===== src/frameDefs.sv =====
package frameDefs;

   // pixel address width, 14 bits gives a 128 x 128 monochrome frame
   // a frame has to hold a whole number of output bytes, so keep this
   // at 3 or more
   localparam int DEFAULT_ADDR_WIDTH = 14;           // 16384 pixels

   // byte credits granted by the downstream side after reset
   localparam int DEFAULT_CREDITS    = 4;

   // complete frames shown before the scanner flips to the other store
   localparam int DEFAULT_FRAME_HOLD = 2;

   // pixels per output byte, fixed by the byte-wide output port
   localparam int PACK_WIDTH         = 8;

   // scanner FSM
   //   scanIdle  : scanEnable low, nothing in flight
   //   scanRun   : issuing the reads of one eight-pixel group
   //   scanStall : scanning requested but no credit left
   typedef enum logic [1:0] {
      scanIdle  = 2'd0,
      scanRun   = 2'd1,
      scanStall = 2'd2
   } scanStateT;

endpackage

===== src/scanController.sv =====
`timescale 1ns/1ps

// walks the displayed frame in address order, one pixel per cycle,
// in groups of eight reads that each cost one downstream byte credit
module scanController #(
   parameter int ADDR_WIDTH = frameDefs::DEFAULT_ADDR_WIDTH,
   parameter int CREDITS    = frameDefs::DEFAULT_CREDITS,
   parameter int FRAME_HOLD = frameDefs::DEFAULT_FRAME_HOLD
) (
   input  logic                  clk,
   input  logic                  reset,
   input  logic                  scanEnable,     // keep scanning while high
   input  logic                  creditReturn,   // one credit back per pulse
   output logic                  readEnable,
   output logic [ADDR_WIDTH-1:0] readAddress,
   output logic                  readFrame,      // 0 reads store 0, 1 reads store 1
   output logic                  groupFirst      // first read of a frame
);
   import frameDefs::*;

   localparam int BIT_WIDTH    = $clog2(PACK_WIDTH);
   localparam int CREDIT_WIDTH = $clog2(CREDITS + 1);
   localparam int REPEAT_WIDTH = (FRAME_HOLD > 1) ? $clog2(FRAME_HOLD) : 1;

   localparam logic [BIT_WIDTH-1:0]    LAST_BIT    = BIT_WIDTH'(PACK_WIDTH - 1);
   localparam logic [CREDIT_WIDTH-1:0] FULL_CREDIT = CREDIT_WIDTH'(CREDITS);
   localparam logic [REPEAT_WIDTH-1:0] LAST_REPEAT = REPEAT_WIDTH'(FRAME_HOLD - 1);

   scanStateT               state;
   scanStateT               nextState;
   logic [BIT_WIDTH-1:0]    bitCount;        // position inside the group
   logic [ADDR_WIDTH-1:0]   pixAddress;      // next pixel to read
   logic [CREDIT_WIDTH-1:0] creditCount;
   logic [REPEAT_WIDTH-1:0] repeatCount;     // frames shown from this store
   logic                    frameSel;
   logic                    groupEnd;
   logic                    frameEnd;
   logic                    haveCredit;
   logic                    startGroup;

   assign groupEnd   = (state == scanRun) && (bitCount == LAST_BIT);  // eighth read now
   assign frameEnd   = groupEnd && (pixAddress == '1);                // last pixel of frame
   assign haveCredit = (creditCount != '0);

   // a group may begin from idle/stall, or right behind the previous one
   assign startGroup = scanEnable && haveCredit &&
                       ((state != scanRun) || groupEnd);

   // next state
   always_comb begin
      nextState = state;
      case (state)
         scanIdle, scanStall: begin
            if (startGroup)
               nextState = scanRun;
            else if (scanEnable)
               nextState = scanStall;               // waiting for a credit
            else
               nextState = scanIdle;
         end
         scanRun: begin
            if (groupEnd) begin                     // only leave on a group boundary
               if (startGroup)
                  nextState = scanRun;
               else if (scanEnable)
                  nextState = scanStall;
               else
                  nextState = scanIdle;
            end
         end
         default: nextState = scanIdle;
      endcase
   end

   // state, group position and address
   always_ff @(posedge clk) begin
      if (reset) begin
         state      <= scanIdle;
         bitCount   <= '0;
         pixAddress <= '0;
      end else begin
         state <= nextState;
         if (state == scanRun) begin
            bitCount   <= bitCount + 1'b1;          // wraps after the eighth read
            pixAddress <= pixAddress + 1'b1;        // wraps at end of frame
         end
      end
   end

   // credit accounting
   always_ff @(posedge clk) begin
      if (reset) begin
         creditCount <= FULL_CREDIT;
      end else begin
         if (startGroup && !creditReturn)
            creditCount <= creditCount - 1'b1;
         else if (creditReturn && !startGroup && (creditCount != FULL_CREDIT))
            creditCount <= creditCount + 1'b1;      // never above the grant
      end
   end

   // frame repeat and alternation
   always_ff @(posedge clk) begin
      if (reset) begin
         repeatCount <= '0;
         frameSel    <= 1'b0;
      end else if (frameEnd) begin
         if (repeatCount == LAST_REPEAT) begin
            repeatCount <= '0;
            frameSel    <= ~frameSel;               // switch to the other store
         end else begin
            repeatCount <= repeatCount + 1'b1;
         end
      end
   end

   // read issue
   assign readEnable  = (state == scanRun);
   assign readAddress = pixAddress;
   assign readFrame   = frameSel;
   assign groupFirst  = readEnable && (pixAddress == '0);

endmodule


===== config.mk =====
export PLATFORM = sky130hd
export DESIGN_NAME = scanController
export DESIGN_NICKNAME = d
export VERILOG_FILES = /design/src/frameDefs.sv /design/src/scanController.sv
export SDC_FILE = /design/constraint.sdc
export NUM_CORES = 1
export LEC_CHECK = 0
export BUFFER_PORTS_ARGS = -buffer_cell sky130_fd_sc_hd__buf_2
export CAP_MARGIN = 20
export CORE_MARGIN = 4
export CORE_UTILIZATION = 45
export CTS_BUF_LIST = sky130_fd_sc_hd__clkbuf_2 sky130_fd_sc_hd__clkbuf_4 sky130_fd_sc_hd__clkbuf_8
export CTS_CLUSTER_SIZE = 24
export DETAILED_ROUTE_END_ITERATION = 16
export MAX_ROUTING_LAYER = met4
export PLACE_DENSITY_LB_ADDON = 0.1
export SLEW_MARGIN = 10
export SYNTH_ARGS = -nofsm -noshare
export SYNTH_HDL_FRONTEND = slang
export SYNTH_SLANG_ARGS = --single-unit

===== constraint.sdc =====
create_clock -name clk -period 2.29 [get_ports clk]
set_clock_uncertainty 0.05 [all_clocks]
set_input_delay 0.3435 -clock clk [delete_from_list [all_inputs] [get_ports clk]]
set_output_delay 0.3435 -clock clk [all_outputs]
set_load 0.01 [all_outputs]

Yosys cells after proc, flatten, opt, wreduce, memory -nomap -nowiden
Index checks and enable logic that the tools add are counted.

Add/subtract/negate cells: 5. Eq/ne operators: 7. Multiplexer cells: 7. Bitwise operators: 1. Reduce and logical (&&, ||, !) cells: 17.

Operator list (number): 14-bit by 1-bit adder with 14-bit output, second input constant (1); 14-bit == test, second input constant (1); 14-bit zero test (1); 1-bit logical AND (8); 3-bit by 1-bit adder with 3-bit output, second input constant (2); 2-bit 2-to-1 mux (3); 3-bit 2-to-1 mux (2); 2-bit by 1-bit != test with 1-bit output, second input constant (2); 2-bit case mux with 2 select lines (1); 3-bit == test, second input constant (1); 3-bit != test, second input constant (1); 3-bit nonzero test (1); 3-bit by 1-bit subtractor with 3-bit output, second input constant (1); 2-bit by 1-bit == test with 1-bit output, second input constant (1); 2-bit == test, second input constant (1); 1-bit zero test (2); 2-bit zero test (1); 2-bit AND reduction (1); 2-bit nonzero test (1); 2-bit OR reduction (1); 1-bit adder, second input constant (1); 1-bit logical OR (1); 1-bit 2-to-1 mux (1); 1-bit NOT (1).

Bits in registers: 24. Input bits: 4. Output and inout bits: 17.

Depth between registers and ports, before layout
Depth after elaboration: 9. Mapped depth: 9.

Worst setup path after synthesis
Ideal clock, no wire load.

Path kind: flip-flop to flip-flop. From: reg bitCount[0]. To: reg creditCount[1]. Library setup time: 0.086 ns. Data arrival time: 2.140 ns. Data required time: 2.154 ns. Slack: 0.015 ns. Cell stages (with the launch flop): 9. Buffers on the path: 0. Clock period less this slack: 2.275 ns. Cell sequence: dfxtp_1 ha_1 ha_1 o21ai_1 or3_1 fa_1 a221oi_1 o21ai_0 a211oi_1.

Word-level cells in the longest chain between the ends: 8. Elaborated cells between the ends (all ways): 10. Classes of those cells: eq/ne: 1; mux: 1; reduce/logical: 8.

RTL lines: from (decl) (line scanController.sv:31) `logic [BIT_WIDTH-1:0] bitCount;`; from (signal assigned) (line scanController.sv:84) `bitCount <= bitCount + 1'b1;`; 3-bit == test (*) (line scanController.sv:41) `assign groupEnd = (state == scanRun) && (bitCount == LAST_BIT);`; 1-bit logical AND (*) (line scanController.sv:41); 1-bit logical OR (*) (line scanController.sv:47) `((state != scanRun) || groupEnd);`; 1-bit logical AND (*) (line scanController.sv:46) `assign startGroup = scanEnable && haveCredit &&`; 1-bit zero test (line scanController.sv:97) `else if (creditReturn && !startGroup && (creditCount != FULL_CREDIT))`; 1-bit logical AND (2 in series) (line scanController.sv:97); 2-bit nonzero test (no source line); to (signal assigned) (line scanController.sv:96) `creditCount <= creditCount - 1'b1;`; to (signal assigned) (line scanController.sv:98) `creditCount <= creditCount + 1'b1;`; to (decl) (line scanController.sv:33) `logic [CREDIT_WIDTH-1:0] creditCount;`.

Mark *: on every way between the ends. The rest lies on a longest branch, timed or not. A chain may end at the register's enable or synchronous reset.

Worst setup path in the final report
Ends and elaborated chain as after synthesis.

==> results.cfg <==
[status]
status = completed

[drt]
drtAntennaViolNets = 0
wire_per_inst_microns = 13.3
firstDrtPassIters = 4
vias_per_cell = 5.58
drt-total-wl_microns = 2650
drc_errors = 0
drt_iter0_drc = 55
num_vias = 1111

[floorplanning]
die_h_microns = 60.4
pin_count = 21
die_w_microns = 60.4
core_sq_um = 2540
row_count = 18
start_util_pct = 48.5
die-area_sq_um = 3650

[cts]
hold_buffers = 0
clk_latency_ns = 0.31
clockBufferDepth = 2
clk_pin_slew_worst_paths_ns = 0.13
cts_tree = done
cts-htree-levels = 1
cts_root_buffer = clkbuf_4
clock-sinks = 24
numCtsBuffers = 3

[place]
dp.final_hpwl_microns = 1940
gp_congestion = 0.752
placed_area_sq_um = 1370
numPortBuffers = 20
dp.cells = 195

[worst_setup_path]
cp_data_arrival_time_ns = 2.40
cp-end-kind = flop
slowest_stage = fa_1
worstRegToRegCells = 8
worstPathCellList = ha_1 -> ha_1 -> o21ai_1 -> or3_1 -> fa_1 -> a221oi_2 -> o21ai_1 -> a211oi_1
cpPeakStageDelay_ns = 0.48
cp_data_required_time_ns = 2.47
crit_path_start_kind = flop
worstSetupPathType = reg -> reg
path_max_fanout = 2

[timing]
post-route-period-util_pct = 96.6
hold_slack_ns = 0.322
worstMarginPinSlew_ns = 0.462
slew_viol_final = 0
rsz0062_at_grt = yes
setup_violations = 0
max_freq_ghz = 0.452
fin_crit_ns = 2.21
tns_ns = 0
finalHoldViolCount = 0
slew_headroom_pct = 69.2

[grt]
grt_pass1_wl_microns = 4920
grt_usage_pct = 17.9
grt_pass1_vias = 1133
grt_max_degree = 26
gr-total-overflow = 0
antenna_found_initial = 0

[finish]
diodes = 0
synthToLayoutAreaGrowth_pct = 14.9
final_util_pct = 55.8
fin_cells = 199
fillers = 254
drive_gt1_share_pct = 20.1
final_area_sq_um = 1420
layout.nets = 179

[run]
drv_cap = 0

[logic_synthesis]
synth_area_leaders = dfxtp_1 39%, xnor2_1 7.1%, nor2_1 4.9%
synth_warnings = 0
yosysTopAreaCell = dfxtp_1
async_reset_ff_share_pct = 0
syn_nets = 157
ys_seq_elements = 24
synth_common_cells = 24 x dfxtp_1, 16 x nor2_1, 14 x nand2_1, 10 x xnor2_1
synth_edf_count = 0
syn_avg_cell_area_sq_um = 8.34
synth_cell_types = 35
yosysMostFrequentCell = dfxtp_1
syn_area_sq_um = 1230
syn_inst = 148
ys_seq_area_share_pct = 38.9
synth_top_area_share_pct = 38.9
synth-main-ff-cell = dfxtp_1

[power_and_ir_drop]
power.density_nw_per_um2 = 573
p_leak_uw = 0.000565
vdd_drop_max_mv = 0.405

[worst_hold_path]
worstHoldPathType = in -> reg
hold_depth = 2
-- sequential cells by signal (all words and copies together), names as in the netlist --
name,cells
bitCount,3
creditCount,3
readAddress,14
readFrame,1
repeatCount,1
state,2
-- critical path, delay by kind of cell (launching register included) --
| kind | cells | cell delay, ns |
|---|---|---|
| fa+ha+maj | 3 | 0.80 |
| flops | 1 | 0.36 |
| simple gates | 1 | 0.32 |
| compound gates | 4 | 0.62 |
-- metrics by stage --
stage          worst slack, ns  power, uW
6_report                0.0778        813
5_1_grt                -0.0218        867
4_1_cts                0.00854        816
3_5_place_dp            0.0186        593
3_3_place_gp             0.131        586
2_1_floorplan           0.0146        553
-- final cells by class --
type | instances | area, sq um | area share, %
multi-input cells | 108 | 699 | 49.3
flip-flops and latches | 24 | 485 | 34.2
repair buffers | 23 | 123 | 8.64
inverters | 10 | 37.5 | 2.65
well taps | 30 | 37.5 | 2.65
clock buffers | 4 | 36.3 | 2.56
-- final timing paths --
kind / startpoint / end / slack, ns
max: bitCount[0] / creditCount[1] / 0.08
min reg2reg: bitCount[2] / bitCount[2] / 0.42
max reg2reg: bitCount[0] / creditCount[1] / 0.08
min: scanEnable / state[1] / 0.32
-- layer usage --
layer	vias up	global-route usage [%]	wire (microns)
li1	566	-	-
met1	514	22.0	1250
met2	29	29.9	1230
met3	2	3.19	139
met4	0	5.06	19
met5	-	-	0
-- power breakdown --
group	switching (uW)	internal (uW)
clock network	127	97.0
logic	78.8	55.8
registers	19.7	435
total	225	588
-- kinds of logic after synthesis --
logic type      share of synthesized area (%)
simple gates                             26.5
compound gates                           14.7
flops                                    38.9
buf+inv                                  4.96
xor+xnor                                 9.22
fa+ha+maj                                5.67
-- layout by cell type (no fill, tap or decap), drive strengths merged --
cell type | synthesis | layout
dfxtp | 24 | 24
buf | 1 | 23
nor2 | 16 | 16
nand2 | 14 | 14
xnor2 | 10 | 10
inv | 10 | 10
a21oi | 9 | 9
nor3 | 6 | 6
nand3 | 5 | 5
o21ai | 5 | 5
or3 | 4 | 4
nor4 | 4 | 4
or4 | 4 | 4
nand4 | 4 | 4
ha | 4 | 4
clkbuf | 5 | 4
o31ai | 3 | 3
xor2 | 3 | 3
o211ai | 2 | 2
a211oi | 2 | 2
nand2b | 1 | 1
and4 | 1 | 1
nand4b | 1 | 1
and4b | 1 | 1
a21boi | 1 | 1
o32a | 1 | 1
a31oi | 1 | 1
o221ai | 1 | 1
or2 | 1 | 1
a221oi | 1 | 1
o2111ai | 1 | 1
a2bb2oi | 1 | 1
fa | 1 | 1
-- what timing repair did --
item | in CTS | in global routing
resized for setup | 0 | 6
setup buffers | 0 | 0
hold endpoints to repair | 0 | 0
endpoints found under the setup margin | 0 | 3
Note: power is estimated with default switching activity, not from simulation.
