<file path="src/frameDefs.sv">
package frameDefs;

   // pixel address width, 14 bits gives a 128 x 128 monochrome frame
   // a frame has to hold a whole number of output bytes, so keep this
   // at 3 or more
   localparam int DEFAULT_ADDR_WIDTH = 14;           // 16384 pixels

   // byte credits granted by the downstream side after reset
   localparam int DEFAULT_CREDITS    = 4;

   // complete frames shown before the scanner flips to the other store
   localparam int DEFAULT_FRAME_HOLD = 2;

   // pixels per output byte, fixed by the byte-wide output port
   localparam int PACK_WIDTH         = 8;

   // scanner FSM
   //   scanIdle  : scanEnable low, nothing in flight
   //   scanRun   : issuing the reads of one eight-pixel group
   //   scanStall : scanning requested but no credit left
   typedef enum logic [1:0] {
      scanIdle  = 2'd0,
      scanRun   = 2'd1,
      scanStall = 2'd2
   } scanStateT;

endpackage
</file>
<file path="src/pixelPacker.sv">
`timescale 1ns/1ps

// packs eight consecutive pixels into one byte, lowest address in bit 0
module pixelPacker (
   input  logic                             clk,
   input  logic                             reset,
   input  logic                             pixelBit,
   input  logic                             pixelValid,
   input  logic                             frameMark,   // with the first pixel of a frame
   output logic [frameDefs::PACK_WIDTH-1:0] pixWord,
   output logic                             pixValid,    // one cycle per byte
   output logic                             pixFirst     // first byte of a frame
);
   import frameDefs::*;

   localparam int FILL_WIDTH = $clog2(PACK_WIDTH);
   localparam logic [FILL_WIDTH-1:0] LAST_FILL = FILL_WIDTH'(PACK_WIDTH - 1);

   logic [PACK_WIDTH-1:0] shiftWord;            // byte being assembled
   logic [PACK_WIDTH-1:0] nextWord;
   logic [FILL_WIDTH-1:0] fillCount;            // bits already in shiftWord
   logic                  firstFlag;
   logic                  wordDone;

   // new pixels enter at the top, so the oldest ends up in bit 0
   assign nextWord = {pixelBit, shiftWord[PACK_WIDTH-1:1]};
   assign wordDone = pixelValid && (fillCount == LAST_FILL);

   always_ff @(posedge clk) begin
      if (pixelValid)
         shiftWord <= nextWord;
      if (wordDone)
         pixWord <= nextWord;                   // freed shifter takes the next group
   end

   always_ff @(posedge clk) begin
      if (reset) begin
         fillCount <= '0;
         firstFlag <= 1'b0;
         pixValid  <= 1'b0;
         pixFirst  <= 1'b0;
      end else begin
         pixValid <= wordDone;
         pixFirst <= wordDone && (firstFlag || frameMark);
         if (pixelValid) begin
            fillCount <= fillCount + 1'b1;
            if (fillCount == '0)
               firstFlag <= frameMark;          // restart the flag for a new byte
            else
               firstFlag <= firstFlag || frameMark;
         end
      end
   end

endmodule

</file>
<file path="config.mk">
export PLATFORM = sky130hd
export DESIGN_NAME = pixelPacker
export DESIGN_NICKNAME = d
export VERILOG_FILES = /design/src/frameDefs.sv /design/src/pixelPacker.sv
export SDC_FILE = /design/constraint.sdc
export NUM_CORES = 1
export LEC_CHECK = 0
export ABC_AREA = 1
export BUFFER_PORTS_ARGS = -buffer_cell sky130_fd_sc_hd__buf_2
export CAP_MARGIN = 5
export CORE_MARGIN = 5
export CORE_UTILIZATION = 50
export DETAILED_ROUTE_END_ITERATION = 7
export GPL_TIMING_DRIVEN = 0
export PLACE_DENSITY_LB_ADDON = 0.15
export SLEW_MARGIN = 10
export SYNTH_ARGS = -nofsm -noshare
export SYNTH_HDL_FRONTEND = slang
export SYNTH_SLANG_ARGS = --single-unit
</file>
<file path="constraint.sdc">
create_clock -name clk -period 2.61 [get_ports clk]
set_input_delay 0 -clock clk [delete_from_list [all_inputs] [get_ports clk]]
set_output_delay 0 -clock clk [all_outputs]
set_load 0.005 [all_outputs]
</file>
# Word level (Yosys, flattened, before mapping)
# Cells that the tools add are included.
[word_totals] elab_cells=13 out_inout_bits=10 in_bits=5 regBits=22
[classes] reduce_logical=4 n_addsub=1 n_eq_ne=1 n_mux=1
[ops] op="$add A3 B1 Y3 const B" n=1
[ops] op="$eq A3 B3 Y1 const B" n=1
[ops] op="$logic_not A3 Y1" n=1
[ops] op="$logic_and A1 B1 Y1" n=2
[ops] op="$logic_or A1 B1 Y1" n=1
[ops] op="$mux W1" n=1

# Logic depth before layout (Yosys ltp)
# Gate-level depths: netlist of run 1.
[logic_depth] depth_word=3 mapped_depth=5 depth_no_buf=5

# Worst setup path after synthesis of run 1
# No wires, ideal clock.
[synth_path] kind="register to register" startpoint="reg fillCount[0]" endpoint="reg pixWord[0] in the netlist's numbering (enable)" period_less_slack_ns=1.175 setup_time_ns=0.324 path_stages_with_launch=5 arrival_time_ns=0.851 setup_slack_ns=1.435 required_time_ns=2.286 path_buffers=0 cell_sequence="dfxtp_1 > ha_1 > ha_1 > nand2_2 > inv_1"
[synth_between] elab_chain_cells=2
[synth_lines] element="from (decl)" line_no="pixelPacker.sv:21" text="logic [FILL_WIDTH-1:0] fillCount;"
[synth_lines] element="from (signal assigned)" line_no="pixelPacker.sv:46" text="fillCount <= fillCount + 1'b1;"
[synth_lines] element="$eq A3 B3 Y1" line_no="pixelPacker.sv:27" text="assign wordDone = pixelValid && (fillCount == LAST_FILL);"
[synth_lines] element="$logic_and A1 B1 Y1" line_no="pixelPacker.sv:27"
[synth_lines] element="via wordDone" line_no="pixelPacker.sv:23" text="logic wordDone;"
[synth_lines] element="to (signal assigned)" line_no="pixelPacker.sv:33" text="pixWord <= nextWord;"
[synth_lines] element="to (decl)" line_no="pixelPacker.sv:10" text="output logic [frameDefs::PACK_WIDTH-1:0] pixWord,"
# The timed path passes the listed nets, and every way through them passes these cells.
# A chain may end at the register's enable or synchronous reset.

# Final worst setup path of run 1
[layout_path] startpoint="reg fillCount[0]" endpoint="reg pixWord[1] in the netlist's numbering (enable)"
# Same word-level chain as after synthesis.

==> results.toml, run 1 <==
[worst_setup_path]
worst_ep_arrival_time_ns = 1.30
crit_type = "reg -> reg"
required_ns = 2.59
startpoint = "fillCount[0]"
path_max_fanout = 8
critPathCaptureType = "flop"
worstSetupStartpointType = "flop"
r2r-start = "fillCount[0]"

[clock_tree]
cts.sinks = 21
insertion_delay_ns = 0.29
clk_path_buf_depth = 2
clockRootBuffer = "clkbuf_4"
cts_tree = "done"
cts-resized-gates = 0
postCtsSetupRepairBufs = 0
clk_pin_slew_worst_paths_ns = 0.10
cts.htree.levels = 1
cts_buffers = 3

[routing]
first_pass_iters = 2
dr_total_vias = 375
route.detailed.drc = 0
viasPerCell = 4.63
drtIter0Drc = 6
wl_per_cell_um = 11.1
drt_wl_total_um = 897
ant_nets = 0

[worst_hold_path]
hold_path_class = "in -> reg"
min_from = "pixelValid"

[grt]
antenna_found_initial = 0
grt_pass1_vias = 344
grt_remaining_overflow = 0
grt_max_degree = 15
grtUsageTotal_pct = 9.45
grt_first_pass_wirelength_um = 1370

[timing]
fin_crit_ns = 1.32
clock.fmax_mhz = 760
hold_viol_final = 0
slew_viol_final = 0
setup_ws_ns = 1.29
fin_skew_ns = 0.00405
post-route-period-util_pct = 50.4
worst_pin_slew_ns = 0.311
rsz0062_at_grt = "no"
fin_tns_setup_ns = 0
max_slew_margin_pct = 79.3
finalSetupViolCount = 0

[floorplan]
num_rows = 13
core_area_mm2 = 0.00132
fp.dieH_um = 47.5
pin_count = 15
die_w_um = 47.5
dieArea_mm2 = 0.00225
initial_core_util_pct = 53.3

[pwr]
p_per_area_mw_per_mm2 = 636
ir_worst_vdd_mv = 0.435
finalPower_uw = 539
leakagePower_nw = 0.349

[placed_design]
portBuffers = 14
gp_congestion = 0.687
pre_cts_ws_ns = 1.27

[synth]
yosysSeqAreaShare_pct = 81.3
syn_area_um2 = 702
syn_nets = 53
synth_area_leaders = "edfxtp_1 64%, dfxtp_1 17%, ha_1 5.3%"
ys_ff_latch = 21
avgSynthCellArea_um2 = 15.6
syn-instance-count = 45
yosys.area.top_type = "edfxtp_1"
synth_top_area_share_pct = 64.2
ys_types = 10
synth_warnings = 0

[final_layout]
seqCellArea_um2 = 571
antenna_cells = 0
drive_gt1_share_pct = 30.3
final_cell_mix = "15 x edfxtp_1, 14 x buf_2, 8 x nand2_1"
areaGrowthSynthToFinish_pct = 20.9
final_common_cell = "edfxtp_1"
multi_input_area_um2 = 113
fillers = 106
layout.nets = 75

[outcome]
status = "finished, final reports clean"

[run]
drv_cap = 0
==> power breakdown <==
part / switching (mW) / internal, mW
sequential: 0.00500 / 0.368
combinational: 0.0111 / 0.00943
clock: 0.0888 / 0.0571
total: 0.105 / 0.434
==> cells in the mapped netlist <==
master    instances
edfxtp_1         15
o21a_1            1
nand2_1           8
nand2_2           1
nor2_2            1
dfxtp_1           6
nand3_1           1
ha_1              3
inv_1             5
a21oi_1           4
==> cell families (layout without fill, tap and decap cells) <==
family                   after synthesis  in the layout  synth area share [%]
buffers and inverters                  5             26                  2.67
AO/OA/AOI/OAI                          5              5                  3.92
AND/OR/NAND/NOR                       11             11                  6.77
flip-flops                            21             21                  81.3
adder cells (fa/ha/maj)                3              3                  5.35
==> worst max-delay path, cell delays in order (launching register included) <==
cell	delay [ns]
dfxtp_1	0.37
ha_1	0.16
ha_1	0.15
nand2_2	0.06
inv_1	0.26
==> repair_timing <==
item	in CTS	in global routing
hold buffers	3	0
endpoints found under the hold margin	8	0
setup endpoints to repair	0	0
==> routing by layer <==
layer,wire (µm),up-vias,global-route usage [%]
met5,0,-,0
met4,34,0,8.29
met3,68,4,3.38
met2,411,10,13.4
met1,383,165,11.2
li1,-,196,-
==> registers in the layout, indices dropped and copies added, names as in the netlist <==
| signal | count |
|---|---|
| fillCount | 3 |
| firstFlag | 1 |
| pixFirst | 1 |
| pixValid | 1 |
| pixWord | 8 |
| shiftWord | 7 |
==> worst paths after layout <==
check,cells after the start,slack (ns),end
max,4,1.29,pixWord[1]
min,3,0.08,pixValid
min reg2reg,0,0.43,pixWord[0]
max reg2reg,4,1.29,pixWord[1]
==> layout make-up <==
| cell class | count | share of cell area, % |
|---|---|---|
| Clock buffer | 3 | 2.65 |
| Clock inverter | 1 | 0.590 |
| Inverter | 5 | 2.21 |
| Multi-Input combinational cell | 19 | 13.3 |
| Sequential cell | 21 | 67.3 |
| Tap cell | 15 | 2.21 |
| Timing Repair Buffer | 17 | 11.8 |
==> stage by stage <==
stage          hold WS [ns]  cell area, µm²  cells  utilization (%)
6_report             0.0753             848     81             64.4
5_1_grt              0.0634             848     81             64.4
4_1_cts              0.0662             848     81             64.4
3_5_place_dp          0.192             791     74             60.0
3_3_place_gp          0.194             791     74             60.0
2_1_floorplan        0.0691             702     45                -
Power figures use the tool's default switching activity.
==> run 2: changes to the inputs <==
--- a/config.mk
+++ b/config.mk
@@ -9,7 +9,7 @@
 export BUFFER_PORTS_ARGS = -buffer_cell sky130_fd_sc_hd__buf_2
 export CAP_MARGIN = 5
 export CORE_MARGIN = 5
-export CORE_UTILIZATION = 50
+export CORE_UTILIZATION = 45
 export DETAILED_ROUTE_END_ITERATION = 7
 export GPL_TIMING_DRIVEN = 0
 export PLACE_DENSITY_LB_ADDON = 0.15
==> constraint.sdc (replaced) <==
create_clock -name clk -period 1.1 [get_ports clk]
set_input_delay 0 -clock clk [delete_from_list [all_inputs] [get_ports clk]]
set_output_delay 0 -clock clk [all_outputs]
set_load 0.005 [all_outputs]
==> results.toml, run 2 (synthesized netlist as in run 1, its figures left out) <==
[timing]
post-route-period-util_pct = 98.1
hold_ws_ns = 0.0895
finalSetupViolCount = 0
rsz0062_at_grt = "yes"
worst_pin_slew_ns = 0.298
max_slew_margin_pct = 80.1
hold_viol_final = 0
slew_viol_final = 0
fin_skew_ns = 0.00102
setup_ws_ns = 0.0206
clock.fmax_mhz = 926
fin_crit_ns = 1.08

[outcome]
status = "finished, final reports clean"

[clock_tree]
cts.sinks = 21
clk_path_buf_depth = 2
clk_pin_slew_worst_paths_ns = 0.11
cts_buffers = 3
clockRootBuffer = "clkbuf_4"
insertion_delay_ns = 0.29
cts.htree.levels = 1
cts_tree = "done"

[placed_design]
gp_congestion = 0.743
pre_cts_ws_ns = -0.144
portBuffers = 14
hpwl_um = 667
dp.cells = 75

[worst_hold_path]
hold_path_class = "in -> reg"

[floorplan]
die_w_um = 49.5
fp.dieH_um = 49.5
dieArea_mm2 = 0.00245
num_rows = 14
initial_core_util_pct = 47.1
pin_count = 15
core_area_mm2 = 0.00149

[routing]
ant_nets = 0
dr_total_vias = 404
drt_wl_total_um = 1010
viasPerCell = 4.87
route.detailed.drc = 0
drtIter0Drc = 14
first_pass_iters = 4
wl_per_cell_um = 12.2

[final_layout]
layout.nets = 76
fillers = 113
final_common_cell = "edfxtp_1"
final_cell_mix = "15 x edfxtp_1, 14 x buf_2, 8 x nand2_1"
drive_gt1_share_pct = 40.3
reg_top3 = "pixWord x8, shiftWord x7, fillCount x3"
final_cells = 83
antenna_cells = 0
areaGrowthSynthToFinish_pct = 28.7
largest_reg_flops = 8
top_register = "pixWord"

[worst_setup_path]
crit_type = "reg -> reg"
path_max_fanout = 8
worst_ep_arrival_time_ns = 1.10
worstSetupStartpointType = "flop"
critPathCaptureType = "flop"
required_ns = 1.12

[pwr]
finalPower_mw = 1.30
p_per_area_mw_per_mm2 = 1430
ir_worst_vdd_mv = 0.883
leakagePower_nw = 0.357

[grt]
grtUsageTotal_pct = 8.74
grt_pass1_vias = 392
grt_max_degree = 15
antenna_found_initial = 0
grt_remaining_overflow = 0
grt_first_pass_wirelength_um = 1660

[run]
drv_cap = 0
run 2: changes by cell type in the layout (fill, tap and decap cells not counted), sizes merged:
cell / change
buf: +1
run 2: final cells by class:
| cell class | count | area, µm² | share of cell area, % |
|---|---|---|---|
| sequential | 21 | 576 | 63.7 |
| multi-input combinational | 19 | 146 | 16.2 |
| timing repair buffer | 18 | 108 | 11.9 |
| inverter | 5 | 26.3 | 2.91 |
| clock buffer | 3 | 22.5 | 2.49 |
| tap | 16 | 20.0 | 2.22 |
| clock inverter | 1 | 5.00 | 0.554 |
run 2: metrics by stage:
stage          setup TNS [ns]  area (µm²)  utilization, %
2_1_floorplan               0         702               -
3_3_place_gp           -0.674         792            53.2
3_5_place_dp            -1.15         792            53.2
4_1_cts               -0.0200         895            60.1
5_1_grt               -0.0499         903            60.7
6_report                    0         903            60.7
run 2: worst max-delay path, stage by stage (launching register included):
cell	delay, ns
dfxtp_4	0.38
ha_4	0.14
ha_4	0.13
nand2_4	0.07
inv_8	0.10
run 2: worst paths after layout:
check	endpoint	slack (ns)	startpoint	depth (start not counted)
max	pixWord[7]	0.02	fillCount[0]	4
min	fillCount[1]	0.09	pixelValid	3
max reg2reg	pixWord[7]	0.02	fillCount[0]	4
min reg2reg	pixWord[0]	0.43	shiftWord[1]	0
run 2: timing repair:
item / in CTS / in global routing
setup buffers: 1 / 0
setup endpoints to repair: 8 / 9
pin swaps: 1 / 1
gates cloned: 0 / 0
endpoints found under the hold margin: 8 / 0
hold buffers: 3 / 0
resized for setup: 9 / 3
run 2: per-layer routing:
layer,up-vias,global-route usage (%),wire (µm)
li1,198,-,-
met1,191,11.0,432
met2,15,13.9,502
met3,0,3.31,77
met4,0,2.62,0
met5,-,0,0
run 2: power by group:
part / internal (mW) / switching (mW)
clock: 0.135 / 0.216
combinational: 0.0270 / 0.0300
sequential: 0.873 / 0.0143
total: 1.04 / 0.260
